<file path="src/design/mips_regfile.sv">
`timescale 1ns/1ps

module mips_regfile (
    input  logic        clk,
    input  logic        reset,
    input  logic        clk_enable,
    input  logic [4:0]  read_index_a,
    input  logic [4:0]  read_index_b,
    input  logic        write_enable,
    input  logic [4:0]  write_index,
    input  logic [31:0] write_data,
    output logic [31:0] read_data_a,
    output logic [31:0] read_data_b,
    output logic [31:0] register_v0
);

    logic [31:0] regs [1:31];

    // register 0 is hardwired
    assign read_data_a = (read_index_a == 5'd0) ? 32'd0 : regs[read_index_a];
    assign read_data_b = (read_index_b == 5'd0) ? 32'd0 : regs[read_index_b];
    assign register_v0 = regs[2];

    always_ff @(posedge clk) begin
        if (clk_enable) begin
            if (reset) begin
                for (int i = 1; i < 32; i++) begin
                    regs[i] <= '0;
                end
            end else if (write_enable && write_index != 5'd0) begin
                regs[write_index] <= write_data;
            end
        end
    end

endmodule

</file>
<file path="config.mk">
export PLATFORM = sky130hd
export DESIGN_NAME = mips_regfile
export DESIGN_NICKNAME = d
export VERILOG_FILES = /design/src/design/mips_regfile.sv
export SDC_FILE = /design/constraint.sdc
export NUM_CORES = 2
export LEC_CHECK = 0
export BUFFER_PORTS_ARGS = -buffer_cell sky130_fd_sc_hd__clkbuf_2
export CORE_ASPECT_RATIO = 1.1
export CORE_MARGIN = 8
export CORE_UTILIZATION = 35
export DETAILED_ROUTE_END_ITERATION = 8
export PLACE_DENSITY = 0.56
export SLEW_MARGIN = 15
export SYNTH_ARGS = -nofsm -noshare
export SYNTH_HDL_FRONTEND = slang
export SYNTH_SLANG_ARGS = --single-unit
</file>
<file path="constraint.sdc">
create_clock -name clk -period 4.7 [get_ports clk]
set_clock_uncertainty 0.05 [all_clocks]
set_input_delay 0.94 -clock clk [delete_from_list [all_inputs] [get_ports clk]]
set_output_delay 0.94 -clock clk [all_outputs]
set_load 0.005 [all_outputs]
</file>
==> impl_metrics.json <==
{
  "fmax_mhz": 220.9,
  "combPwrFrac": 0.120,
  "synth_flop_cell": "edfxtp_1",
  "largest-register": "regs",
  "ys_types": 45,
  "crit_path_cell_trace": "buf_8 > buf_4 > mux4_2 > mux2_2 > o21ai_0 > buf_4 > nor4_1 > clkbuf_2",
  "finalCritPeriodShare": 0.9634,
  "critical_path_class": "in -> out",
  "hold_path.class": "in -> reg",
  "max_stage_delay_ps": 770,
  "synth-edff-count": 1024,
  "cp_top_family": "buffers and inverters",
  "synthesis.area_um2": 54680,
  "dp.cells": 5893,
  "layout.cells.non_filler": 6114,
  "dp_hpwl_um": 126500,
  "seqCellArea_um2": 30750,
  "grt_max_degree": 59,
  "cp_slowest_cell": "nor4_1",
  "yosysTopAreaCell": "edfxtp_1",
  "drt_iter0_markers": 4314,
  "seq_area_frac_synth": 0.5623,
  "setup_viol": 0,
  "outcome": "completed",
  "die_w_um": 392.9,
  "yosysWarningCount": 0,
  "cp.required_ps": 3710,
  "cp_max_fo": 22,
  "synth.most_common_cell": "edfxtp_1",
  "cts_tree": "yes",
  "largest_reg_flops": 1024,
  "hold_viol_final": 0,
  "slew_headroom": 0.2327,
  "num_io_pins": 147,
  "top_regs": "regs: 1024 flops",
  "gp_congestion": 0.8724,
  "cts_buffers": 114,
  "ys_top_cells_by_count": "1024 x edfxtp_1, 995 x and2_1, 354 x mux4_2, 328 x mux2i_1, 294 x clkbuf_1",
  "switching_share": 0.2561,
  "internal_power_uw": 16640,
  "synthArstFlopShare": 0,
  "drtAntennaViolNets": 0,
  "clock-root-buffer": "clkbuf_16",
  "peakVddDrop_uv": 311.4,
  "nets": 3981,
  "area_delta_synth_final_pct": 15.12,
  "floorplan.initialDensity": 0.3515,
  "fin_crit_ps": 4528,
  "synth_top_area_frac": 0.5623,
  "grt_pass1_vias": 35669,
  "nFillCells": 14422,
  "finalSetupTns_ps": 0,
  "grt_pass1_wl_um": 278400,
  "crit_buf_inv": 4,
  "grt_overflow": 0,
  "endpoint_kind": "output port",
  "rows": 152,
  "final_util": 0.4046,
  "rsz0062_at_grt": "no",
  "wl_per_cell_um": 32.86,
  "cp.arrival_ps": 3540,
  "timing.hold.ws_ps": 785.3,
  "max-cap-violations": 0,
  "fp.coreArea_um2": 155600,
  "dieArea_um2": 169200,
  "clock-sinks": 1024,
  "portBuffers": 146,
  "p_leak_uw": 0.02065,
  "seq_power_share": 0.484,
  "htree_levels": 3,
  "worst_pin_slew_ps": 1140,
  "cpMostUsedCell": "buf_4",
  "power.density_nw_per_um2": 355.4,
  "pwr-share-clk": 0.396,
  "cts_resized": 0,
  "vias_per_cell": 5.875,
  "synth_cells": 3769,
  "drt_wl_total_um": 200900,
  "ys_ff_latch": 1024,
  "multiInputGateArea_um2": 22750,
  "layout-drive-gt1-share": 0.2651,
  "vias": 35918,
  "cts_hold_buf": 0,
  "die_h_um": 430.6,
  "cts_max_path_buffers": 3,
  "first_pass_iters": 5,
  "track_usage": 0.2300,
  "startpoint_type": "input pin",
  "syn_area_per_cell_um2": 14.51,
  "finalMaxSlewViolations": 0,
  "ys_top_cells_by_area": "edfxtp_1 56%, mux4_2 15%, and2_1 11%",
  "grt_antenna_before_repair": 19,
  "p_switching_uw": 5730,
  "clk_pin_slew_ps": 60,
  "drc_errors": 0,
  "cts_setup_buffers": 0
}
worst paths after layout:
| kind | slack, ps | to | cells after the start | from |
|---|---|---|---|---|
| worst max-delay path | 170 | read_data_a[29] | 8 | read_index_a[1] |
| worst min-delay path | 790 | regs[0][17] | 1 | write_data[17] |
metrics by stage:
| stage | instance area [µm²] | total power (µW) | setup slack (ps) |
|---|---|---|---|
| CTS | 62920 | 22450 | 238.3 |
| global placement | 59300 | 13630 | 258.7 |
| floorplan | 54800 | 12400 | 22.34 |
| finish | 62950 | 22370 | 172.1 |
| detailed placement | 59300 | 13660 | 249.8 |
| global route | 62930 | 22940 | 172.5 |
cells by family (layout without fill, tap and decap cells):
group	after synthesis	in the layout	synth area share
other cells	1	42	0.00006858
buf+inv	413	638	0.03412
flops	1024	1024	0.5623
compound gates	442	442	0.05821
mux	719	719	0.2135
simple gates	1170	1170	0.1318
final cells by class:
cell class | count | share of cell area
repair buffers | 426 | 0.05092
flip-flops and latches | 1024 | 0.4885
inverters | 1 | 0.00005963
multi-input cells | 2363 | 0.3614
diodes | 10 | 0.0003975
clock buffers | 133 | 0.04713
clock inverters | 78 | 0.01030
well taps | 2079 | 0.04132
metal layers:
metal | up-vias | track usage | part of all wire
li1 | 14791 | - | -
met1 | 18839 | 0.3096 | 0.40
met2 | 1927 | 0.3664 | 0.46
met3 | 357 | 0.05251 | 0.097
met4 | 4 | 0.07874 | 0.039
met5 | - | 0 | 0.00014
layout by cell type (no fill, tap or decap), types with 31 or more instances in the layout:
cell type  instances
a211oi_1          73
a21oi_1           55
a22o_1            52
a22oi_1          107
and2_1           993
buf_4            256
clkbuf_16        116
clkbuf_2         139
clkinv_1          36
conb_1            32
edfxtp_1        1024
mux2_2            37
mux2i_1          328
mux4_2           354
nor2b_1           45
nor4_1            31
o21ai_0           33
o21ai_4           31
power by group through the flow:
stage / logic [µW] / clock network [µW] / registers, µW
2_1_floorplan: 1500 / 0 / 10900
3_3_place_gp: 2640 / 0 / 11000
3_5_place_dp: 2660 / 0 / 11000
4_1_cts: 2660 / 8970 / 10800
5_1_grt: 2770 / 9290 / 10900
6_report: 2680 / 8870 / 10800
Note: power is estimated with default switching activity, not from simulation.
