`src/design/mips_pkg.sv`:
```
package mips_pkg;

    // primary opcodes in use
    typedef enum logic [5:0] {
        op_special = 6'd0,
        op_regimm  = 6'd1,
        op_j       = 6'd2,
        op_jal     = 6'd3,
        op_beq     = 6'd4,
        op_bne     = 6'd5,
        op_blez    = 6'd6,
        op_bgtz    = 6'd7,
        op_addi    = 6'd8,
        op_addiu   = 6'd9,
        op_slti    = 6'd10,
        op_sltiu   = 6'd11,
        op_andi    = 6'd12,
        op_ori     = 6'd13,
        op_xori    = 6'd14,
        op_lui     = 6'd15,
        op_lb      = 6'd32,
        op_lh      = 6'd33,
        op_lw      = 6'd35,
        op_lbu     = 6'd36,
        op_lhu     = 6'd37,
        op_sb      = 6'd40,
        op_sh      = 6'd41,
        op_sw      = 6'd43
    } opcode_e;

    // r-type function field
    typedef enum logic [5:0] {
        fn_sll   = 6'd0,
        fn_srl   = 6'd2,
        fn_sra   = 6'd3,
        fn_sllv  = 6'd4,
        fn_srlv  = 6'd6,
        fn_srav  = 6'd7,
        fn_jr    = 6'd8,
        fn_jalr  = 6'd9,
        fn_mfhi  = 6'd16,
        fn_mflo  = 6'd18,
        fn_mult  = 6'd24,
        fn_multu = 6'd25,
        fn_div   = 6'd26,
        fn_divu  = 6'd27,
        fn_add   = 6'd32,
        fn_addu  = 6'd33,
        fn_sub   = 6'd34,
        fn_subu  = 6'd35,
        fn_and   = 6'd36,
        fn_or    = 6'd37,
        fn_xor   = 6'd38,
        fn_nor   = 6'd39,
        fn_slt   = 6'd42,
        fn_sltu  = 6'd43
    } funct_e;

    typedef enum logic [4:0] {
        alu_add, alu_sub, alu_and, alu_or, alu_xor, alu_nor, alu_slt, alu_sltu,
        alu_sll, alu_srl, alu_sra, alu_lui, alu_mult, alu_multu, alu_div, alu_divu,
        alu_pass
    } alu_op_e;

    typedef enum logic {
        st_fetch   = 1'b0,
        st_execute = 1'b1
    } cpu_state_e;

    typedef enum logic [1:0] {
        size_byte = 2'd0,
        size_half = 2'd1,
        size_word = 2'd2
    } mem_size_e;

    typedef struct packed {
        alu_op_e   alu_op;
        logic      use_imm;
        logic      imm_zero_ext;
        logic      shift_by_reg;
        logic      reg_write;
        logic      reg_dst_rd;
        logic      link_ra;
        logic      link;
        logic      mem_read;
        logic      mem_write;
        mem_size_e mem_size;
        logic      load_unsigned;
        logic      muldiv;
        logic      from_hi;
        logic      from_lo;
        logic      branch;
        logic      jump_imm;
        logic      jump_reg;
    } ctrl_t;

    localparam logic [31:0] reset_pc = 32'hBFC0_0000;
    localparam logic [4:0] link_reg_index = 5'd31;

endpackage

```
`src/design/mips_load_align.sv`:
```
`timescale 1ns/1ps

module mips_load_align import mips_pkg::*; (
    input  logic [1:0]  byte_offset,
    input  mem_size_e   size,
    input  logic        load_unsigned,
    input  logic [31:0] mem_word,
    output logic [31:0] load_value
);

    logic [7:0]  sel_byte;
    logic [15:0] sel_half;

    // big-endian, offset 0 is the top byte
    always_comb begin
        case (byte_offset)
            2'd0:    sel_byte = mem_word[31:24];
            2'd1:    sel_byte = mem_word[23:16];
            2'd2:    sel_byte = mem_word[15:8];
            default: sel_byte = mem_word[7:0];
        endcase
    end

    assign sel_half = byte_offset[1] ? mem_word[15:0] : mem_word[31:16];

    always_comb begin
        case (size)
            size_byte: begin
                if (load_unsigned) begin
                    load_value = {24'd0, sel_byte};
                end else begin
                    load_value = {{24{sel_byte[7]}}, sel_byte};
                end
            end
            size_half: begin
                if (load_unsigned) begin
                    load_value = {16'd0, sel_half};
                end else begin
                    load_value = {{16{sel_half[15]}}, sel_half};
                end
            end
            default: load_value = mem_word;
        endcase
    end

endmodule

```
`config.mk`:
```
export PLATFORM = sky130hd
export DESIGN_NAME = mips_load_align
export DESIGN_NICKNAME = d
export VERILOG_FILES = /design/src/design/mips_pkg.sv /design/src/design/mips_load_align.sv
export SDC_FILE = /design/constraint.sdc
export NUM_CORES = 1
export LEC_CHECK = 0
export BUFFER_PORTS_ARGS = -buffer_cell sky130_fd_sc_hd__buf_4
export CORE_MARGIN = 10
export CORE_UTILIZATION = 36
export DETAILED_ROUTE_END_ITERATION = 6
export PLACE_DENSITY_LB_ADDON = 0.08
export REMOVE_ABC_BUFFERS = 1
export SYNTH_ARGS = -nofsm -noshare
export SYNTH_HDL_FRONTEND = slang
export SYNTH_SLANG_ARGS = --single-unit
```
`constraint.sdc`:
```
create_clock -name vclk -period 1.4
set_clock_uncertainty 0.2 [all_clocks]
set_input_delay 0 -clock vclk [all_inputs]
set_output_delay 0 -clock vclk [all_outputs]
set_load 0.03 [all_outputs]
```
==> results.md <==
* Placed Cells at 211
* FFs & Latches at 0
* First drt pass iteration count at 4
* Synth Instances at 107
* Post-synthesis simple-gate area fraction at 0.162
* VDD IR max at 0.291 mV
* Register area at 0 um2
* Gr usage total at 0.167
* Post-Syn Area at 787 um2
* Worst hold path type: input pin to output port
* DRC Markers at 0
* Count of final setup violators at 0
* Via density at 6.03
* Core region area at 2020 um2
* Routed WL per cell at 20.2 um
* Sequential area share after synthesis at 0
* Leak at 0.784 nW
* GPL Wtd Cong at 0.830
* Top cell type's share of synthesized area at 0.159
* Setup crit end kind: output port
* Post-DRT Antenna Nets at 0
* Clkbuf count at 0
* Part of the cycle the worst path needs at 1.00
* Kind of critical path: input pin to output port
* Post-layout util at 0.798
* I/O Pins at 69
* Status: completed
* Post-DP HPWL at 3080 um
* CP Data Arrival Time at 1.20 ns
* Finished Layout Cells at 214
* Number of port buffers at 69
* Slew headroom at 0.774
* Total wire length at 4310 um
* Die Y-Extent at 66.8 um
* MaxCap Viol Count at 0
* First-pass GRT wire length at 6240 um
* Vias in the first global route at 1307
* Hold_ws at 0.134 ns
* Slew Limit Fails at 0
* Final nets at 226
* Peak per-stage delay on the critical path at 0.31 ns
* Post-synthesis compound-gate area fraction at 0.596
* RSZ-0062 raised after global routing: yes
* Fmax at 0.715 GHz
* Routed vias at 1291
* Combinational family with the most area after synthesis: compound AO/OA/AOI/OAI gates
* Mux share of post-synthesis cell area at 0.130
* Postcts setup bufs at 0
* Final Hold Viols at 0
* Critical path's slowest cell: mux2_4
* Die ar. at 4460 um2
* Row cnt at 16
* Syn Area/Cell at 7.36 um2
* Pin count of the biggest net entering global routing at 29
* Crit path cell chain: buf_8, mux2_4, a32oi_4, buf_6, o211ai_1, buf_4
* Required @ worst endpoint at 1.20 ns
* Slew of the pin with the lowest slew margin at 0.340 ns
* Worst setup SP type: input pin
* Initial Utilization at 0.389
* Grt total ovfl at 0
* Hold-fix buffers, CTS at 0
* XOR/XNOR share of the synthesized area at 0
* N_diodes at 0
* Hold depth at 4
* Area delta synth->final at 105%
* Ys Warns at 0
* Pwr dens at 477 nW/um2
* Initial antenna violation count at 0
* Top post-synthesis cells by area: o211ai_2 (16%), nand2_1 (12%), mux2i_1 (10%)
* Die width at 66.8 um
* Adder-cell share of the synthesized area at 0
* Fin crit period at 1.40 ns
* Synth area leader: o211ai_2
* Place WS at -0.103 ns
* Distinct cells, synth at 23
* Crit Path Max Fanout at 7
* Share of cells above drive strength 1 at 0.620
* 1st-iter DRT viols at 132
* Final setup margin at 0.000430 ns
==> kinds of logic (layout without fill, tap and decap cells) <==
family,Yosys count,after routing
mux,10,10
buf+inv,15,95
simple gates,31,31
compound gates,51,51
==> layer usage <==
metal / part of all wire / vias to the layer above / routed length [um] / global-route usage
met4: 0.0067 / 0 / 29 / 0.0157
met5: 0 / - / 0 / 0
met3: 0.11 / 4 / 461 / 0.0535
li1: - / 588 / - / -
met1: 0.38 / 625 / 1620 / 0.173
met2: 0.51 / 74 / 2200 / 0.323
==> area by class of cell <==
class	count	area (um2)
multi-input combinational	92	777
fill	142	409
tap	27	33.8
inverter	1	3.75
timing repair buffer	94	798
==> synthesized netlist by cell type (all sizes together), types with 2 or more instances <==
library cell	number
clkbuf	6
a22oi	9
o221ai	8
mux2i	8
nand2	25
buf	8
a2bb2oi	7
mux2	2
o211ai	17
nor2	3
o22a	7
==> worst max-delay path, delay by kind of cell <==
| family | cells | cell delay [ns] |
|---|---|---|
| AO/OA/AOI/OAI | 2 | 0.40 |
| buffers and inverters | 3 | 0.49 |
| multiplexers | 1 | 0.31 |
==> metrics by stage <==
stage	total power [mW]	instance area (um2)	setup TNS, ns
3_5_place_dp	0.690	1420	-1.03
4_1_cts	0.741	1540	-0.0597
6_report	0.769	1610	0
2_1_floorplan	0.353	703	-10.22
5_1_grt	0.808	1610	-0.224
3_3_place_gp	0.677	1420	-0.191
==> power by group <==
| group | switching, mW | total [mW] | internal, mW | leakage (nW) |
|---|---|---|---|---|
| logic | 0.418 | 0.769 | 0.351 | 0.784 |
| registers | 0 | 0 | 0 | 0 |
| clock network | 0 | 0 | 0 | 0 |
==> cell usage in the layout, fill, tap and decap left out, drive strengths merged <==
master and count:
buf 93, nor3b 1, o21a 1, o21bai 1, inv 1, o211ai 17
mux2i 8, or3 1, a2bb2oi 7, nand2 25, a22oi 9, mux2 2
o221ai 8, clkbuf 1, or2 1, a32oi 1, nor2 3, o22a 7
==> timing repair <==
item / 4_1_cts / 5_1_grt
setup endpoints to repair: 23 / 25
pin swaps: 3 / 6
endpoints found under the hold margin: 0 / 0
cloned: 2 / 1
gates resized for setup: 25 / 11
==> path summary, 6_finish.rpt <==
check            from  slack (ns)             end
max    byte_offset[0]      0.0004  load_value[18]
min      mem_word[12]        0.13  load_value[12]
Note: power is estimated with default switching activity, not from simulation.
