## src/design/mips_pkg.sv

```systemverilog
package mips_pkg;

    // primary opcodes in use
    typedef enum logic [5:0] {
        op_special = 6'd0,
        op_regimm  = 6'd1,
        op_j       = 6'd2,
        op_jal     = 6'd3,
        op_beq     = 6'd4,
        op_bne     = 6'd5,
        op_blez    = 6'd6,
        op_bgtz    = 6'd7,
        op_addi    = 6'd8,
        op_addiu   = 6'd9,
        op_slti    = 6'd10,
        op_sltiu   = 6'd11,
        op_andi    = 6'd12,
        op_ori     = 6'd13,
        op_xori    = 6'd14,
        op_lui     = 6'd15,
        op_lb      = 6'd32,
        op_lh      = 6'd33,
        op_lw      = 6'd35,
        op_lbu     = 6'd36,
        op_lhu     = 6'd37,
        op_sb      = 6'd40,
        op_sh      = 6'd41,
        op_sw      = 6'd43
    } opcode_e;

    // r-type function field
    typedef enum logic [5:0] {
        fn_sll   = 6'd0,
        fn_srl   = 6'd2,
        fn_sra   = 6'd3,
        fn_sllv  = 6'd4,
        fn_srlv  = 6'd6,
        fn_srav  = 6'd7,
        fn_jr    = 6'd8,
        fn_jalr  = 6'd9,
        fn_mfhi  = 6'd16,
        fn_mflo  = 6'd18,
        fn_mult  = 6'd24,
        fn_multu = 6'd25,
        fn_div   = 6'd26,
        fn_divu  = 6'd27,
        fn_add   = 6'd32,
        fn_addu  = 6'd33,
        fn_sub   = 6'd34,
        fn_subu  = 6'd35,
        fn_and   = 6'd36,
        fn_or    = 6'd37,
        fn_xor   = 6'd38,
        fn_nor   = 6'd39,
        fn_slt   = 6'd42,
        fn_sltu  = 6'd43
    } funct_e;

    typedef enum logic [4:0] {
        alu_add, alu_sub, alu_and, alu_or, alu_xor, alu_nor, alu_slt, alu_sltu,
        alu_sll, alu_srl, alu_sra, alu_lui, alu_mult, alu_multu, alu_div, alu_divu,
        alu_pass
    } alu_op_e;

    typedef enum logic {
        st_fetch   = 1'b0,
        st_execute = 1'b1
    } cpu_state_e;

    typedef enum logic [1:0] {
        size_byte = 2'd0,
        size_half = 2'd1,
        size_word = 2'd2
    } mem_size_e;

    typedef struct packed {
        alu_op_e   alu_op;
        logic      use_imm;
        logic      imm_zero_ext;
        logic      shift_by_reg;
        logic      reg_write;
        logic      reg_dst_rd;
        logic      link_ra;
        logic      link;
        logic      mem_read;
        logic      mem_write;
        mem_size_e mem_size;
        logic      load_unsigned;
        logic      muldiv;
        logic      from_hi;
        logic      from_lo;
        logic      branch;
        logic      jump_imm;
        logic      jump_reg;
    } ctrl_t;

    localparam logic [31:0] reset_pc = 32'hBFC0_0000;
    localparam logic [4:0] link_reg_index = 5'd31;

endpackage

```

## src/design/mips_store_merge.sv

```systemverilog
`timescale 1ns/1ps

module mips_store_merge import mips_pkg::*; (
    input  logic [1:0]  byte_offset,
    input  mem_size_e   size,
    input  logic [31:0] reg_value,
    input  logic [31:0] old_word,
    output logic [31:0] store_word
);

    always_comb begin
        store_word = old_word;
        case (size)
            size_byte: begin
                case (byte_offset)
                    2'd0:    store_word[31:24] = reg_value[7:0];
                    2'd1:    store_word[23:16] = reg_value[7:0];
                    2'd2:    store_word[15:8] = reg_value[7:0];
                    default: store_word[7:0] = reg_value[7:0];
                endcase
            end
            size_half: begin
                // halfword lane by offset bit 1
                if (byte_offset[1]) begin
                    store_word[15:0] = reg_value[15:0];
                end else begin
                    store_word[31:16] = reg_value[15:0];
                end
            end
            default: store_word = reg_value;
        endcase
    end

endmodule

```

## config.mk

```make
export PLATFORM = sky130hd
export DESIGN_NAME = mips_store_merge
export DESIGN_NICKNAME = d
export VERILOG_FILES = /design/src/design/mips_pkg.sv /design/src/design/mips_store_merge.sv
export SDC_FILE = /design/constraint.sdc
export NUM_CORES = 1
export LEC_CHECK = 0
export BUFFER_PORTS_ARGS = -buffer_cell sky130_fd_sc_hd__buf_2
export CORE_MARGIN = 2
export CORE_UTILIZATION = 38
export DETAILED_ROUTE_END_ITERATION = 8
export GPL_TIMING_DRIVEN = 0
export PLACE_DENSITY = 0.87
export SYNTH_ARGS = -nofsm -noshare
export SYNTH_HDL_FRONTEND = slang
export SYNTH_SLANG_ARGS = --single-unit
```

## constraint.sdc

```tcl
create_clock -name vclk -period 1.45
set_input_delay 0.145 -clock vclk [all_inputs]
set_output_delay 0.145 -clock vclk [all_outputs]
set_load 0.02 [all_outputs]
```

==> out/metrics.yaml, run 1 <==
vdd.ir_drop.worst_uv: 225
pwr-share-clk_pct: 0
initial_cell_density_of_the_core_pct: 40.1
floorplan.core_area_um2: 2480
setup_tns_ps: 0
ant_nets: 0
mappedNetlistArea_um2: 993
outcome: "complete, no violations"
grt_use_total_pct: 23.4
crit_fanout: 8
grt_setup_unrepaired: "yes"
finalHoldViolations: 0
grt-ovfl-total: 0
place_hpwl_um: 3080
critical_path_sink_type: "primary output"
max_slew_headroom_pct: 58.4
fmax_ghz: 0.715
post-place-cells: 256
floorplan.io_pins: 100
ys_warn_count: 0
detailed_routing_iteration_count_for_the_pre_antenna_repair_pass: 4
crit_required_ps: 1310
report.final.slew_viol_count: 0
critical_path_class: "in -> out"
critical_path_s_slowest_cell: "mux2_2"
port_buffers: 99
timing.critical_path.slowest_cell_delay_ps: 330
endpoint: "store_word[3]"
drtIter0Drc: 23
avgSynthCellArea_um2: 7.82
power_leakage_nw: 0.896
power_switching_mw: 0.346
ys_types: 16
area_added_between_synthesis_and_finish_pct: 60.6
critical_path_cell_list: "buf_2, buf_8, o21a_1, nor2_4, buf_12, mux2_2, buf_4"
switching_fraction_of_total_power_pct: 55.6
power.combinational.fraction_pct: 100.0
mappedNetlistNets: 195
maxCapViolations: 0
fp.dieArea_um2: 3040
tightest_slew_ps: 621
first_pass_grt_wire_length_um: 5300
finalCritPeriodShare_pct: 96.5
wire_per_inst_um: 15.3
stdcell_count: 256
timing.critical_path.from_type: "input pin"
fp-row-count: 18
final_cell_area_um2: 1600
worst_slack_ps: 51.3
via_count: 1461
die_w_um: 55.1
ctsHoldBuffers: 0
die_y_um: 55.1
post-place-ws_ps: -70.2
final.fill_count: 238
power.share.sequential_pct: 0
num-clock-buffers: 0
grt_antenna_before_repair: 0
remaining_drc_errors: 0
route.final.wire_length_um: 3920
gpl.final_weighted_congestion: 0.821
grt_max_degree: 11
arrival_time_of_data_at_the_critical_path_endpoint_ps: 1250
report.final.setup_viol: 0
p_int_mw: 0.276
min_path_type: "in -> out"
drive_above_1_share_pct: 55.3
grt_pass1_vias: 1171
layout.nets: 296
detail_route.vias_per_cell: 5.71
final-seq-area_um2: 0
antennaDiodeCount: 0
post-route-min-period_ps: 1400
post_synth_inst_count: 127
ys_seq_area_share_pct: 0
nFlopsAndLatches: 0
critical_path_source: "byte_offset[1]"
p_per_area_nw_per_um2: 390
postPlaceCellArea_um2: 1530
## critical path: cells and delay by family
family	cells	cell delay, ps
AOI/OAI and AO/OA	1	120
and+or+nand+nor	1	110
muxes	1	330
buffers and inverters	4	550
## synthesized netlist by cell type, drive strengths merged
library cell,number,share of area [%]
mux2i,40,40
nand2,17,6.4
o221ai,16,14
buf,9,4.9
a221oi,8,7.1
inv,8,3.0
mux2,8,9.1
o32ai,8,7.1
clkbuf,4,1.5
nand2b,4,2.5
nor2,3,2.6
o21a,1,0.76
or2,1,0.63
## how the worst min path moves through the flow
stage / start / to / slack (ps) / cells past startpoint
after floorplan: reg_value[0] / store_word[0] / 480 / 1
after global placement: reg_value[17] / store_word[17] / 620 / 4
final: reg_value[17] / store_word[17] / 620 / 4
after detailed placement: reg_value[16] / store_word[16] / 620 / 4
after CTS: reg_value[19] / store_word[19] / 620 / 4
after global routing: reg_value[17] / store_word[17] / 640 / 4
## cells by family (layout without fill, tap and decap cells)
family / count (synthesis) / after routing / synth area share [%]
multiplexers: 48 / 48 / 49.4
AO/OA/AOI/OAI: 33 / 33 / 29.0
AND/OR/NAND/NOR: 25 / 25 / 12.2
buffers and inverters: 21 / 120 / 9.44
## layout make-up
type	instances	area (µm²)	area share, %
plain buffers	10	68.8	4.31
inverters	8	30.0	1.88
multi-input cells	106	913	57.3
well taps	30	37.5	2.35
repair buffers	102	546	34.2
## power groups by stage
stage | logic, mW | clock network (mW) | registers, mW
2_1_floorplan | 0.353 | 0 | 0
3_3_place_gp | 0.580 | 0 | 0
3_5_place_dp | 0.591 | 0 | 0
4_1_cts | 0.607 | 0 | 0
5_1_grt | 0.665 | 0 | 0
6_report | 0.622 | 0 | 0
## metrics by stage
| step | total power, mW | util [%] | hold slack (ps) |
|---|---|---|---|
| floorplan | 0.353 | - | 479 |
| global placement | 0.580 | 61.6 | 622 |
| detailed placement | 0.591 | 61.6 | 622 |
| CTS | 0.607 | 63.1 | 623 |
| global route | 0.665 | 64.4 | 638 |
| finish | 0.622 | 64.4 | 623 |
## per-layer routing
metal  global-route usage (%)  vias up  wire length [µm]
met5                        0        -                 0
met4                     1.63        0                21
met3                    0.538        2               254
met2                     44.2       71              2000
met1                     30.6      676              1650
li1                         -      712                 -
## cells in the final DEF (no fill, tap or decap)
| cell type | n |
|---|---|
| clkbuf_4 | 1 |
| buf_4 | 5 |
| buf_2 | 102 |
| or2_4 | 1 |
| o21a_1 | 1 |
| nand2b_2 | 1 |
| nor2_1 | 1 |
| mux2i_1 | 40 |
| inv_1 | 8 |
| clkbuf_1 | 1 |
| nand2_1 | 16 |
| nor2_4 | 2 |
| a221oi_1 | 7 |
| nand2b_1 | 3 |
| nand2_2 | 1 |
| a221oi_2 | 1 |
| buf_12 | 2 |
| buf_8 | 1 |
| o221ai_1 | 16 |
| mux2_2 | 8 |
| o32ai_1 | 8 |
## timing repair
| action | CTS | global route |
|---|---|---|
| pin swaps | 1 | 2 |
| endpoints found under the setup margin | 20 | 19 |
| gates resized for setup | 6 | 6 |
| setup buffers | 2 | 1 |
(Power assumes the default switching activity.)
==> inputs of run 2 (changes only) <==
--- a/config.mk
+++ b/config.mk
@@ -7,10 +7,10 @@
 export LEC_CHECK = 0
 export BUFFER_PORTS_ARGS = -buffer_cell sky130_fd_sc_hd__buf_2
 export CORE_MARGIN = 2
-export CORE_UTILIZATION = 38
+export CORE_UTILIZATION = 41
 export DETAILED_ROUTE_END_ITERATION = 8
 export GPL_TIMING_DRIVEN = 0
-export PLACE_DENSITY = 0.87
+export PLACE_DENSITY = 0.93
 export SYNTH_ARGS = -nofsm -noshare
 export SYNTH_HDL_FRONTEND = slang
 export SYNTH_SLANG_ARGS = --single-unit
==> constraint.sdc (replaced) <==
create_clock -name vclk -period 1.69
set_input_delay 0.169 -clock vclk [all_inputs]
set_output_delay 0.169 -clock vclk [all_outputs]
set_load 0.02 [all_outputs]
==> run 2 against run 1 <==
  * Critical path depth fell by 1
  * Design area down 4.5%
  * Largest power group unchanged
  * Highest routed layer unchanged
  * Final cell count decreased by 0.78%
==> out/metrics.yaml, run 2 (synthesis results as in run 1) <==
outcome: "complete, no violations"
fmax_ghz: 0.631
area_added_between_synthesis_and_finish_pct: 53.4
num-clock-buffers: 0
post_cts.repair.setup_buffers: 0
final.hold.worst_slack_ps: 671
detail_route.vias_per_cell: 5.78
maxCapViolations: 0
timing.critical_path.slowest_cell_delay_ps: 240
grt_use_total_pct: 26.8
power_leakage_nw: 0.865
finalCritPeriodShare_pct: 93.8
via_count: 1469
critical_path_s_slowest_cell: "o221ai_1"
ant_nets: 0
fp-row-count: 17
layout.cells.most_common: "buf_2"
setup_tns_ps: 0
initial_cell_density_of_the_core_pct: 44.1
holdPathStages: 4
wire_per_inst_um: 15.9
ctsResizeCount: 0
report.final.setup_viol: 0
floorplan.core_area_um2: 2250
port_buffers: 99
max_slew_headroom_pct: 62.6
vdd.ir_drop.worst_uv: 223
place_hpwl_um: 3270
final-seq-area_um2: 0
critPathMostFrequentCell: "buf_2"
leading_cell_types_in_the_layout_fill_and_taps_excluded: "105 x buf_2, 40 x mux2i_1, 17 x nand2_1"
crit_required_ps: 1520
p_per_area_nw_per_um2: 335
gpl.final_weighted_congestion: 0.794
post-layout-total-power_mw: 0.510
finalHoldViolations: 0
layout.nets: 296
fp.dieArea_um2: 2830
grt_max_degree: 11
antennaDiodeCount: 0
drtIter0Drc: 44
nFlopsAndLatches: 0
grt_setup_unrepaired: "no"
detailed_routing_iteration_count_for_the_pre_antenna_repair_pass: 4
remaining_drc_errors: 0
grt-ovfl-total: 0
die_w_um: 53.2
final_cell_area_um2: 1520
critical_path_class: "in -> out"
grt_antenna_before_repair: 0
grt_pass1_vias: 1253
tightest_slew_ps: 559
critical_path_cell_list: "buf_2, or2_1, clkbuf_1, buf_2, o221ai_1, buf_2"
first_pass_grt_wire_length_um: 5750
arrival_time_of_data_at_the_critical_path_endpoint_ps: 1420
critical_path_depth: 6
route.final.wire_length_um: 4030
min_path_type: "in -> out"
drive_above_1_share_pct: 51.8
report.final.slew_viol_count: 0
crit_fanout: 10
floorplan.io_pins: 100
timing.critical_path.from_type: "input pin"
postPlaceCellArea_um2: 1520
critPathTopFamily: "buffers and inverters"
final_core_util_pct: 67.6
path_buf_inv: 4
critical_path_sink_type: "primary output"
post-route-min-period_ps: 1580
die_y_um: 53.2
ctsHoldBuffers: 0
-- run 2: cell count changes in the layout (fill, tap and decap cells not counted), moves of 2 or more --
cell and change:
buf_12 -2, buf_4 -3, clkbuf_1 +3, buf_2 +3
-- run 2: area by class of cell --
cell class | instances | area [µm²]
repair buffers | 99 | 495
well taps | 28 | 35.0
plain buffers | 13 | 63.8
inverters | 8 | 30.0
fillers | 226 | 731
multi-input cells | 106 | 900
-- run 2: path summary, 6_finish.rpt --
check / endpoint / from / slack, ps
setup / recovery: store_word[27] / size[1] / 110
hold / removal: store_word[31] / reg_value[31] / 670
-- run 2: per-layer routing --
layer / part of all wire [%] / wire length (µm) / GRT usage (%)
met5: 0 / 0 / 0
met4: 1.2 / 47 / 2.14
met1: 38 / 1540 / 33.3
met3: 6.7 / 271 / 2.26
met2: 54 / 2180 / 50.8
-- run 2: worst min-delay path, stage by stage --
cell and delay [ps]:
buf_2 70, nand2_1 40, o221ai_1 50, buf_2 160
-- run 2: stage by stage --
stage | worst slack [ps] | cells
finish | 105 | 254
global route | 5.99 | 254
CTS | 130 | 254
detailed placement | 138 | 254
global placement | 157 | 254
floorplan | 238 | 127
-- run 2: power by group --
part / switching [mW] / internal, mW / leakage [nW]
clock network: 0 / 0 / 0
registers: 0 / 0 / 0
logic: 0.292 / 0.219 / 0.865
