`config.mk`:
```
export PLATFORM = sky130hd
export DESIGN_NAME = mips_control
export DESIGN_NICKNAME = d
export VERILOG_FILES = /design/src/design/mips_pkg.sv /design/src/design/mips_control.sv
export SDC_FILE = /design/constraint.sdc
export NUM_CORES = 1
export LEC_CHECK = 0
export BUFFER_PORTS_ARGS = -buffer_cell sky130_fd_sc_hd__buf_2
export CAP_MARGIN = 5
export CORE_MARGIN = 2
export CORE_UTILIZATION = 34
export DETAILED_ROUTE_END_ITERATION = 7
export PLACE_DENSITY = 0.8
export SLEW_MARGIN = 10
export SYNTH_ARGS = -nofsm -noshare
export SYNTH_HDL_FRONTEND = slang
export SYNTH_SLANG_ARGS = --single-unit
```
`constraint.sdc`:
```
create_clock -name vclk -period 1.4
set_input_delay 0.07 -clock vclk [all_inputs]
set_output_delay 0.07 -clock vclk [all_outputs]
set_load 0.02 [all_outputs]
```
`src/design/mips_pkg.sv`:
```
package mips_pkg;

    // primary opcodes in use
    typedef enum logic [5:0] {
        op_special = 6'd0,
        op_regimm  = 6'd1,
        op_j       = 6'd2,
        op_jal     = 6'd3,
        op_beq     = 6'd4,
        op_bne     = 6'd5,
        op_blez    = 6'd6,
        op_bgtz    = 6'd7,
        op_addi    = 6'd8,
        op_addiu   = 6'd9,
        op_slti    = 6'd10,
        op_sltiu   = 6'd11,
        op_andi    = 6'd12,
        op_ori     = 6'd13,
        op_xori    = 6'd14,
        op_lui     = 6'd15,
        op_lb      = 6'd32,
        op_lh      = 6'd33,
        op_lw      = 6'd35,
        op_lbu     = 6'd36,
        op_lhu     = 6'd37,
        op_sb      = 6'd40,
        op_sh      = 6'd41,
        op_sw      = 6'd43
    } opcode_e;

    // r-type function field
    typedef enum logic [5:0] {
        fn_sll   = 6'd0,
        fn_srl   = 6'd2,
        fn_sra   = 6'd3,
        fn_sllv  = 6'd4,
        fn_srlv  = 6'd6,
        fn_srav  = 6'd7,
        fn_jr    = 6'd8,
        fn_jalr  = 6'd9,
        fn_mfhi  = 6'd16,
        fn_mflo  = 6'd18,
        fn_mult  = 6'd24,
        fn_multu = 6'd25,
        fn_div   = 6'd26,
        fn_divu  = 6'd27,
        fn_add   = 6'd32,
        fn_addu  = 6'd33,
        fn_sub   = 6'd34,
        fn_subu  = 6'd35,
        fn_and   = 6'd36,
        fn_or    = 6'd37,
        fn_xor   = 6'd38,
        fn_nor   = 6'd39,
        fn_slt   = 6'd42,
        fn_sltu  = 6'd43
    } funct_e;

    typedef enum logic [4:0] {
        alu_add, alu_sub, alu_and, alu_or, alu_xor, alu_nor, alu_slt, alu_sltu,
        alu_sll, alu_srl, alu_sra, alu_lui, alu_mult, alu_multu, alu_div, alu_divu,
        alu_pass
    } alu_op_e;

    typedef enum logic {
        st_fetch   = 1'b0,
        st_execute = 1'b1
    } cpu_state_e;

    typedef enum logic [1:0] {
        size_byte = 2'd0,
        size_half = 2'd1,
        size_word = 2'd2
    } mem_size_e;

    typedef struct packed {
        alu_op_e   alu_op;
        logic      use_imm;
        logic      imm_zero_ext;
        logic      shift_by_reg;
        logic      reg_write;
        logic      reg_dst_rd;
        logic      link_ra;
        logic      link;
        logic      mem_read;
        logic      mem_write;
        mem_size_e mem_size;
        logic      load_unsigned;
        logic      muldiv;
        logic      from_hi;
        logic      from_lo;
        logic      branch;
        logic      jump_imm;
        logic      jump_reg;
    } ctrl_t;

    localparam logic [31:0] reset_pc = 32'hBFC0_0000;
    localparam logic [4:0] link_reg_index = 5'd31;

endpackage

```
`src/design/mips_control.sv`:
```
`timescale 1ns/1ps

module mips_control import mips_pkg::*; (
    input  logic [31:0] instr,
    output ctrl_t       ctrl
);

    opcode_e op;
    funct_e  fn;

    assign op = opcode_e'(instr[31:26]);
    assign fn = funct_e'(instr[5:0]);

    always_comb begin
        ctrl = '0;
        ctrl.alu_op = alu_pass;
        ctrl.mem_size = size_word;
        case (op)
            op_special: begin
                ctrl.reg_write = 1'b1;
                ctrl.reg_dst_rd = 1'b1;
                case (fn)
                    fn_sll:  ctrl.alu_op = alu_sll;
                    fn_srl:  ctrl.alu_op = alu_srl;
                    fn_sra:  ctrl.alu_op = alu_sra;
                    fn_sllv: begin
                        ctrl.alu_op = alu_sll;
                        ctrl.shift_by_reg = 1'b1;
                    end
                    fn_srlv: begin
                        ctrl.alu_op = alu_srl;
                        ctrl.shift_by_reg = 1'b1;
                    end
                    fn_srav: begin
                        ctrl.alu_op = alu_sra;
                        ctrl.shift_by_reg = 1'b1;
                    end
                    fn_jr: begin
                        ctrl.reg_write = 1'b0;
                        ctrl.jump_reg = 1'b1;
                    end
                    fn_jalr: begin
                        ctrl.jump_reg = 1'b1;
                        ctrl.link = 1'b1;
                    end
                    fn_mfhi: ctrl.from_hi = 1'b1;
                    fn_mflo: ctrl.from_lo = 1'b1;
                    fn_mult, fn_multu, fn_div, fn_divu: begin
                        // result goes to hi/lo only
                        ctrl.reg_write = 1'b0;
                        ctrl.muldiv = 1'b1;
                        case (fn)
                            fn_mult:  ctrl.alu_op = alu_mult;
                            fn_multu: ctrl.alu_op = alu_multu;
                            fn_div:   ctrl.alu_op = alu_div;
                            default:  ctrl.alu_op = alu_divu;
                        endcase
                    end
                    fn_add, fn_addu: ctrl.alu_op = alu_add;
                    fn_sub, fn_subu: ctrl.alu_op = alu_sub;
                    fn_and:  ctrl.alu_op = alu_and;
                    fn_or:   ctrl.alu_op = alu_or;
                    fn_xor:  ctrl.alu_op = alu_xor;
                    fn_nor:  ctrl.alu_op = alu_nor;
                    fn_slt:  ctrl.alu_op = alu_slt;
                    fn_sltu: ctrl.alu_op = alu_sltu;
                    default: ctrl.reg_write = 1'b0;
                endcase
            end
            op_regimm: begin
                ctrl.branch = 1'b1;
                // bltzal and bgezal link even when not taken
                ctrl.link = instr[20];
                ctrl.link_ra = instr[20];
                ctrl.reg_write = instr[20];
            end
            op_j: ctrl.jump_imm = 1'b1;
            op_jal: begin
                ctrl.jump_imm = 1'b1;
                ctrl.link = 1'b1;
                ctrl.link_ra = 1'b1;
                ctrl.reg_write = 1'b1;
            end
            op_beq, op_bne, op_blez, op_bgtz: ctrl.branch = 1'b1;
            op_addi, op_addiu, op_slti, op_sltiu, op_andi, op_ori, op_xori, op_lui: begin
                ctrl.use_imm = 1'b1;
                ctrl.reg_write = 1'b1;
                ctrl.imm_zero_ext = (op == op_andi) || (op == op_ori) || (op == op_xori);
                case (op)
                    op_slti:  ctrl.alu_op = alu_slt;
                    op_sltiu: ctrl.alu_op = alu_sltu;
                    op_andi:  ctrl.alu_op = alu_and;
                    op_ori:   ctrl.alu_op = alu_or;
                    op_xori:  ctrl.alu_op = alu_xor;
                    op_lui:   ctrl.alu_op = alu_lui;
                    default:  ctrl.alu_op = alu_add;
                endcase
            end
            op_lb, op_lbu, op_lh, op_lhu, op_lw: begin
                ctrl.mem_read = 1'b1;
                ctrl.reg_write = 1'b1;
                ctrl.load_unsigned = (op == op_lbu) || (op == op_lhu);
                if (op == op_lb || op == op_lbu) begin
                    ctrl.mem_size = size_byte;
                end else if (op == op_lh || op == op_lhu) begin
                    ctrl.mem_size = size_half;
                end
            end
            op_sb: begin
                ctrl.mem_write = 1'b1;
                ctrl.mem_size = size_byte;
            end
            op_sh: begin
                ctrl.mem_write = 1'b1;
                ctrl.mem_size = size_half;
            end
            op_sw: ctrl.mem_write = 1'b1;
            // unknown opcodes decode as a nop
            default: ;
        endcase
    end

endmodule

```
==> results of run 1 <==
[critical path, delay by kind of cell]
kind                   cells  cell delay (ps)
buffers and inverters      3              340
and+or+nand+nor            4             1180
[per-stage QoR]
stage	TNS [ps]	setup WS, ps	instances	utilization (%)	total power, mW
2_1_floorplan	-1210	-192	84	-	0.124
3_3_place_gp	-2550	-303	141	58.3	0.196
3_5_place_dp	-2760	-319	141	58.3	0.200
4_1_cts	-2410	-290	142	63.3	0.210
5_1_grt	-2820	-315	145	65.4	0.235
6_report	-2380	-276	145	65.4	0.217
[layout make-up]
| class | count | area [um^2] |
|---|---|---|
| well taps | 16 | 20.0 |
| fillers | 143 | 522 |
| repair buffers | 51 | 362 |
| inverters | 6 | 35.0 |
| multi-input cells | 72 | 568 |
[cells by family (layout without fill, tap and decap cells)]
logic type / after synthesis / count (layout)
AND/OR/NAND/NOR: 45 / 45
AO/OA/AOI/OAI: 25 / 25
buffers and inverters: 12 / 57
XOR/XNOR: 1 / 1
multiplexers: 1 / 1
[synthesized netlist by cell type (3+ instances only)]
cell,count,area (um^2)
nor2b_1,3,18.8
nand2b_1,7,43.8
nor2_1,9,33.8
a21oi_1,5,25.0
inv_1,5,18.8
nand2_1,6,22.5
clkbuf_1,6,22.5
nor3_1,4,20.0
o21ai_0,3,15.0
[per-layer routing]
layer,global-route usage (%),vias up,wire (um)
met2,42.1,37,1060
li1,-,409,-
met1,24.7,391,808
met4,1.82,0,14
met3,0,2,129
met5,0,-,0
[placed cells by master (no fill, tap or decap), drive strengths merged, types with 2 or more instances in the layout]
cell type / instances
inv: 5
a21oi: 5
nor3: 6
nor2b: 3
nand3: 2
a211o: 2
buf: 51
o31a: 2
o21ai: 3
nand2: 7
nor2: 9
a22oi: 2
or4: 2
nand2b: 7
o2bb2ai: 2
nor4: 2
[timing repair]
action                                  CTS  global route
setup buffers                             1             3
endpoints found under the setup margin   12            13
gates resized for setup                  21             3
pin swaps                                 2             0
[power by group through the flow]
stage                     Clock [mW]  Combinational, mW  Sequential (mW)
final                              0              0.217                0
after global routing               0              0.235                0
after CTS                          0              0.210                0
after detailed placement           0              0.200                0
after global placement             0              0.196                0
after floorplan                    0              0.124                0
[worst paths after layout]
path	startpoint	endpoint
hold / removal	instr[1]	ctrl[4]
setup / recovery	instr[31]	ctrl[0]
==> metrics.csv, run 1 <==
stage;metric;value;unit
routing;vias;839;
floorplan;io_pins;55;
synthesis;muxShareOfSynthArea;1.84;%
outcome;status;finished with violations;
synthesis;ys_warn_count;0;
synthesis;seq_area_frac_synth;0;%
worst_setup_path;max_stage_delay;520;ps
power_and_ir_drop;power.density;221;nW/um^2
synthesis;synthAdderAreaFrac;0;%
power_and_ir_drop;pwr-share-clk;0;%
sta;rsz0062_at_grt;yes;
placed_design;dpl_cell_area;878;um^2
power_and_ir_drop;combPwrFrac;100.0;%
synthesis;synthCells;84;
power_and_ir_drop;p_seq_share;0;%
job;max_cap_violations;0;
floorplan;die_x;44.0;um
sta;hold_violations;0;
sta;min_period;1680;ps
finish;final_cell_area;985;um^2
power_and_ir_drop;p_switching;126;uW
floorplan;die_h;44.0;um
power_and_ir_drop;p_int;90.9;uW
global_routing;grt_usage;20.7;%
sta;finalCritPeriodShare;120;%
power_and_ir_drop;leakage;0.436;nW
sta;tightest_slew;517;ps
routing;first_iter_violations;12;
worst_hold_path;hold_path_depth;3;
power_and_ir_drop;ir_worst_vdd;0.000123;V
sta;fin_ws;-276;ps
synthesis;synth_xor_xnor_area_share;1.61;%
finish;nFlopsAndLatches;0;
global_routing;grt_pass1_wl;3.19;mm
finish;clkbuf_count;0;
worst_setup_path;critPathKind;in -> out;
finish;drive_above_1_share;51.2;%
synthesis;synth-compound-area-share;35.4;%
floorplan;row_count;14;
floorplan;dieArea;1940;um^2
global_routing;grt_pass1_vias;732;
routing;via_per_inst;5.79;
sta;drv_slew;0;
finish;antenna_cells;0;
synthesis;syn-num-nets;116;
worst_hold_path;hp-class;in -> out;
sta;max_slew_margin;65.2;%
routing;totalWireLength;2.01;mm
routing;dr.pass1.iters;4;
worst_setup_path;worstSetupStartpointType;input pin;
placed_design;port_buffers;36;
global_routing;overflow;0;
synthesis;synth_area;544;um^2
routing;ant_nets;0;
global_routing;grt_max_degree;13;
finish;area_growth_syn_to_layout;80.9;%
sta;whs;525;ps
synthesis;synth-simple-area-share;52.0;%
worst_setup_path;slowest_stage;or4_4;
routing;wl_per_cell;13.8;um
synthesis;synth_top_family_by_area;simple AND/OR/NAND/NOR gates;
power_and_ir_drop;power_switching_share;58.1;%
worst_setup_path;crit_path_cell_trace;buf_6 > or4_4 > or3_4 > clkinv_8 > nand2_8 > nor4_4 > buf_4;
worst_setup_path;end_kind;output port;
finish;nets;163;
placed_design;gp_congestion;0.949;
synthesis;synth.avg_cell_area;6.48;um^2
outcome;violations;setup timing;
clocking;ctsHoldBuffers;0;
routing;drc_errors;0;
synthesis;synth_cell_types;40;
placed_design;dp_hpwl;1.53;mm
finish;layout.area.seq;0;um^2
global_routing;grt_antenna_before_repair;0;
worst_setup_path;worstPathArrival;1610;ps
worst_setup_path;required;1330;ps
floorplan;core;1510;um^2
floorplan;start_util;36.1;%
worst_setup_path;path_max_fanout;5;
sta;finalSetupViolCount;12;
sta;max_freq;597;MHz
(Power assumes the default switching activity.)
==> inputs of run 2 (changes only) <==
Settings changed: GPL_TIMING_DRIVEN from default to 0.
==> metrics.csv, run 2 (synthesized netlist as in run 1, its figures left out) <==
stage;metric;value;unit;change
sta;fin_ws;-293;ps;-16.9 ps
finish;fillers;136;;-4.9%
sta;finalCritPeriodShare;121;%;+1.2 points
finish;area_growth_syn_to_layout;82.5;%;
floorplan;core;1510;um^2;unchanged
routing;first_iter_violations;12;;unchanged
outcome;status;finished with violations;;
placed_design;dpl_cell_area;823;um^2;-6.3%
finish;nFlopsAndLatches;0;;unchanged
routing;totalWireLength;2.04;mm;+1.8%
placed_design;port_buffers;35;;-2.8%
worst_setup_path;critPathKind;in -> out;;
global_routing;grt_antenna_before_repair;0;;unchanged
worst_hold_path;min-delay-start;instr[29];;
finish;antenna_cells;0;;unchanged
sta;whs;460;ps;-65.4 ps
floorplan;start_util;36.1;%;unchanged
routing;vias;808;;-3.7%
sta;max_slew_margin;64.5;%;-0.63 points
power_and_ir_drop;power.density;218;nW/um^2;-1.1%
clocking;ctsHoldBuffers;0;;unchanged
floorplan;die_x;44.0;um;unchanged
worst_setup_path;end_kind;output port;;
power_and_ir_drop;power_switching_share;59.8;%;+1.7 points
finish;nets;159;;-2.5%
global_routing;grt_max_degree;11;;-2
finish;drive_above_1_share;48.0;%;-3.2 points
worst_setup_path;path_max_fanout;4;;-1
worst_setup_path;required;1330;ps;about the same
power_and_ir_drop;pwr-share-clk;0;%;unchanged
placed_design;dp_hpwl;1.43;mm;-6.7%
finish;clkbuf_count;0;;unchanged
sta;hold_violations;0;;unchanged
power_and_ir_drop;leakage;0.433;nW;-0.70%
power_and_ir_drop;p_total;217;uW;-0.24%
power_and_ir_drop;combPwrFrac;100.0;%;about the same
finish;final_cell_area;993;um^2;+0.89%
worst_hold_path;hp-class;in -> out;;
power_and_ir_drop;p_int;87.0;uW;-4.3%
routing;via_per_inst;5.73;;-0.96%
finish;layout.area.seq;0;um^2;unchanged
sta;max_freq;591;MHz;-1.0%
floorplan;die_h;44.0;um;unchanged
power_and_ir_drop;ir_worst_vdd;0.000135;V;+9.0%
global_routing;grt_pass1_vias;704;;-3.8%
floorplan;row_count;14;;unchanged
power_and_ir_drop;p_seq_share;0;%;unchanged
worst_hold_path;min_to;ctrl[2];;
floorplan;io_pins;55;;unchanged
worst_setup_path;worstSetupStartpointType;input pin;;
global_routing;grt_usage;19.2;%;-1.4 points
sta;drv_slew;0;;unchanged
power_and_ir_drop;p_switching;130;uW;+2.7%
outcome;violations;setup timing;;
finish;final_common_cell;buf_2;;
sta;rsz0062_at_grt;yes;;
global_routing;grt_pass1_wl;2.99;mm;-6.5%
finish;final_cell_mix;buf_2 (21), buf_6 (11), buf_4 (8);;
worst_setup_path;worstPathArrival;1620;ps;about the same
global_routing;overflow;0;;unchanged
sta;min_period;1690;ps;+16.9 ps
worst_hold_path;hold_path_depth;3;;unchanged
routing;drc_errors;0;;unchanged
routing;wl_per_cell;14.5;um;+4.7%
placed_design;pre_cts_slack;-392;ps;-72.9 ps
sta;tightest_slew;525;ps;+7.80 ps
routing;dr.pass1.iters;4;;unchanged
floorplan;dieArea;1940;um^2;unchanged
job;max_cap_violations;0;;unchanged
sta;finalSetupViolCount;13;;+1
placed_design;gp_congestion;0.885;;-6.8%
routing;ant_nets;0;;unchanged
run 2: cell count changes in the layout (fill, tap and decap cells not counted), sizes merged:
| cell | previous run | this run |
|---|---|---|
| buf | 51 | 41 |
| clkbuf | 0 | 6 |
run 2: power by group through the flow:
stage	registers, mW	logic (mW)	clock network, mW
2_1_floorplan	0	0.124	0
3_3_place_gp	0	0.182	0
3_5_place_dp	0	0.188	0
4_1_cts	0	0.202	0
5_1_grt	0	0.233	0
6_report	0	0.217	0
run 2: critical path, cell delays in order:
cell and delay, ps:
clkbuf_16 120, or4_4 510, or3_4 380, clkinv_8 80, o31a_4 190, a32o_2 150
buf_6 120
run 2: worst max-delay path by stage:
stage / from / to / cells past startpoint
final: instr[28] / ctrl[20] / 7
after global routing: instr[28] / ctrl[20] / 7
after CTS: instr[28] / ctrl[20] / 7
after detailed placement: instr[31] / ctrl[19] / 7
after global placement: instr[31] / ctrl[20] / 7
after floorplan: instr[28] / ctrl[0] / 6
run 2: per-stage QoR:
stage                     cells  utilization, %  setup TNS (ps)
final                       141            65.9           -2440
after CTS                   138            61.0           -3130
after global placement      135            54.7           -3360
after floorplan              84               -           -1210
after detailed placement    135            54.7           -3520
after global routing        141            65.9           -2910
run 2: cell type report:
cell class / count / area, um^2 / share of cell area (%)
Buffer: 6 / 46.3 / 4.66
Inverter: 6 / 35.0 / 3.53
Multi-Input combinational cell: 72 / 588 / 59.2
Tap cell: 16 / 20.0 / 2.02
Timing Repair Buffer: 41 / 304 / 30.6
run 2: per-layer routing:
metal  up-vias  track usage, %  part of all wire [%]
met2        32            35.6                    50
li1        398               -                     -
met4         0            1.21                     0
met1       378            25.9                    44
met3         0           0.408                   5.7
met5         -               0                     0
run 2: repair_timing:
item / in CTS / in global routing
endpoints found under the setup margin: 13 / 13
setup buffers: 3 / 3
pin swaps: 10 / 4
endpoints found under the hold margin: 0 / 0
resized for setup: 22 / 16
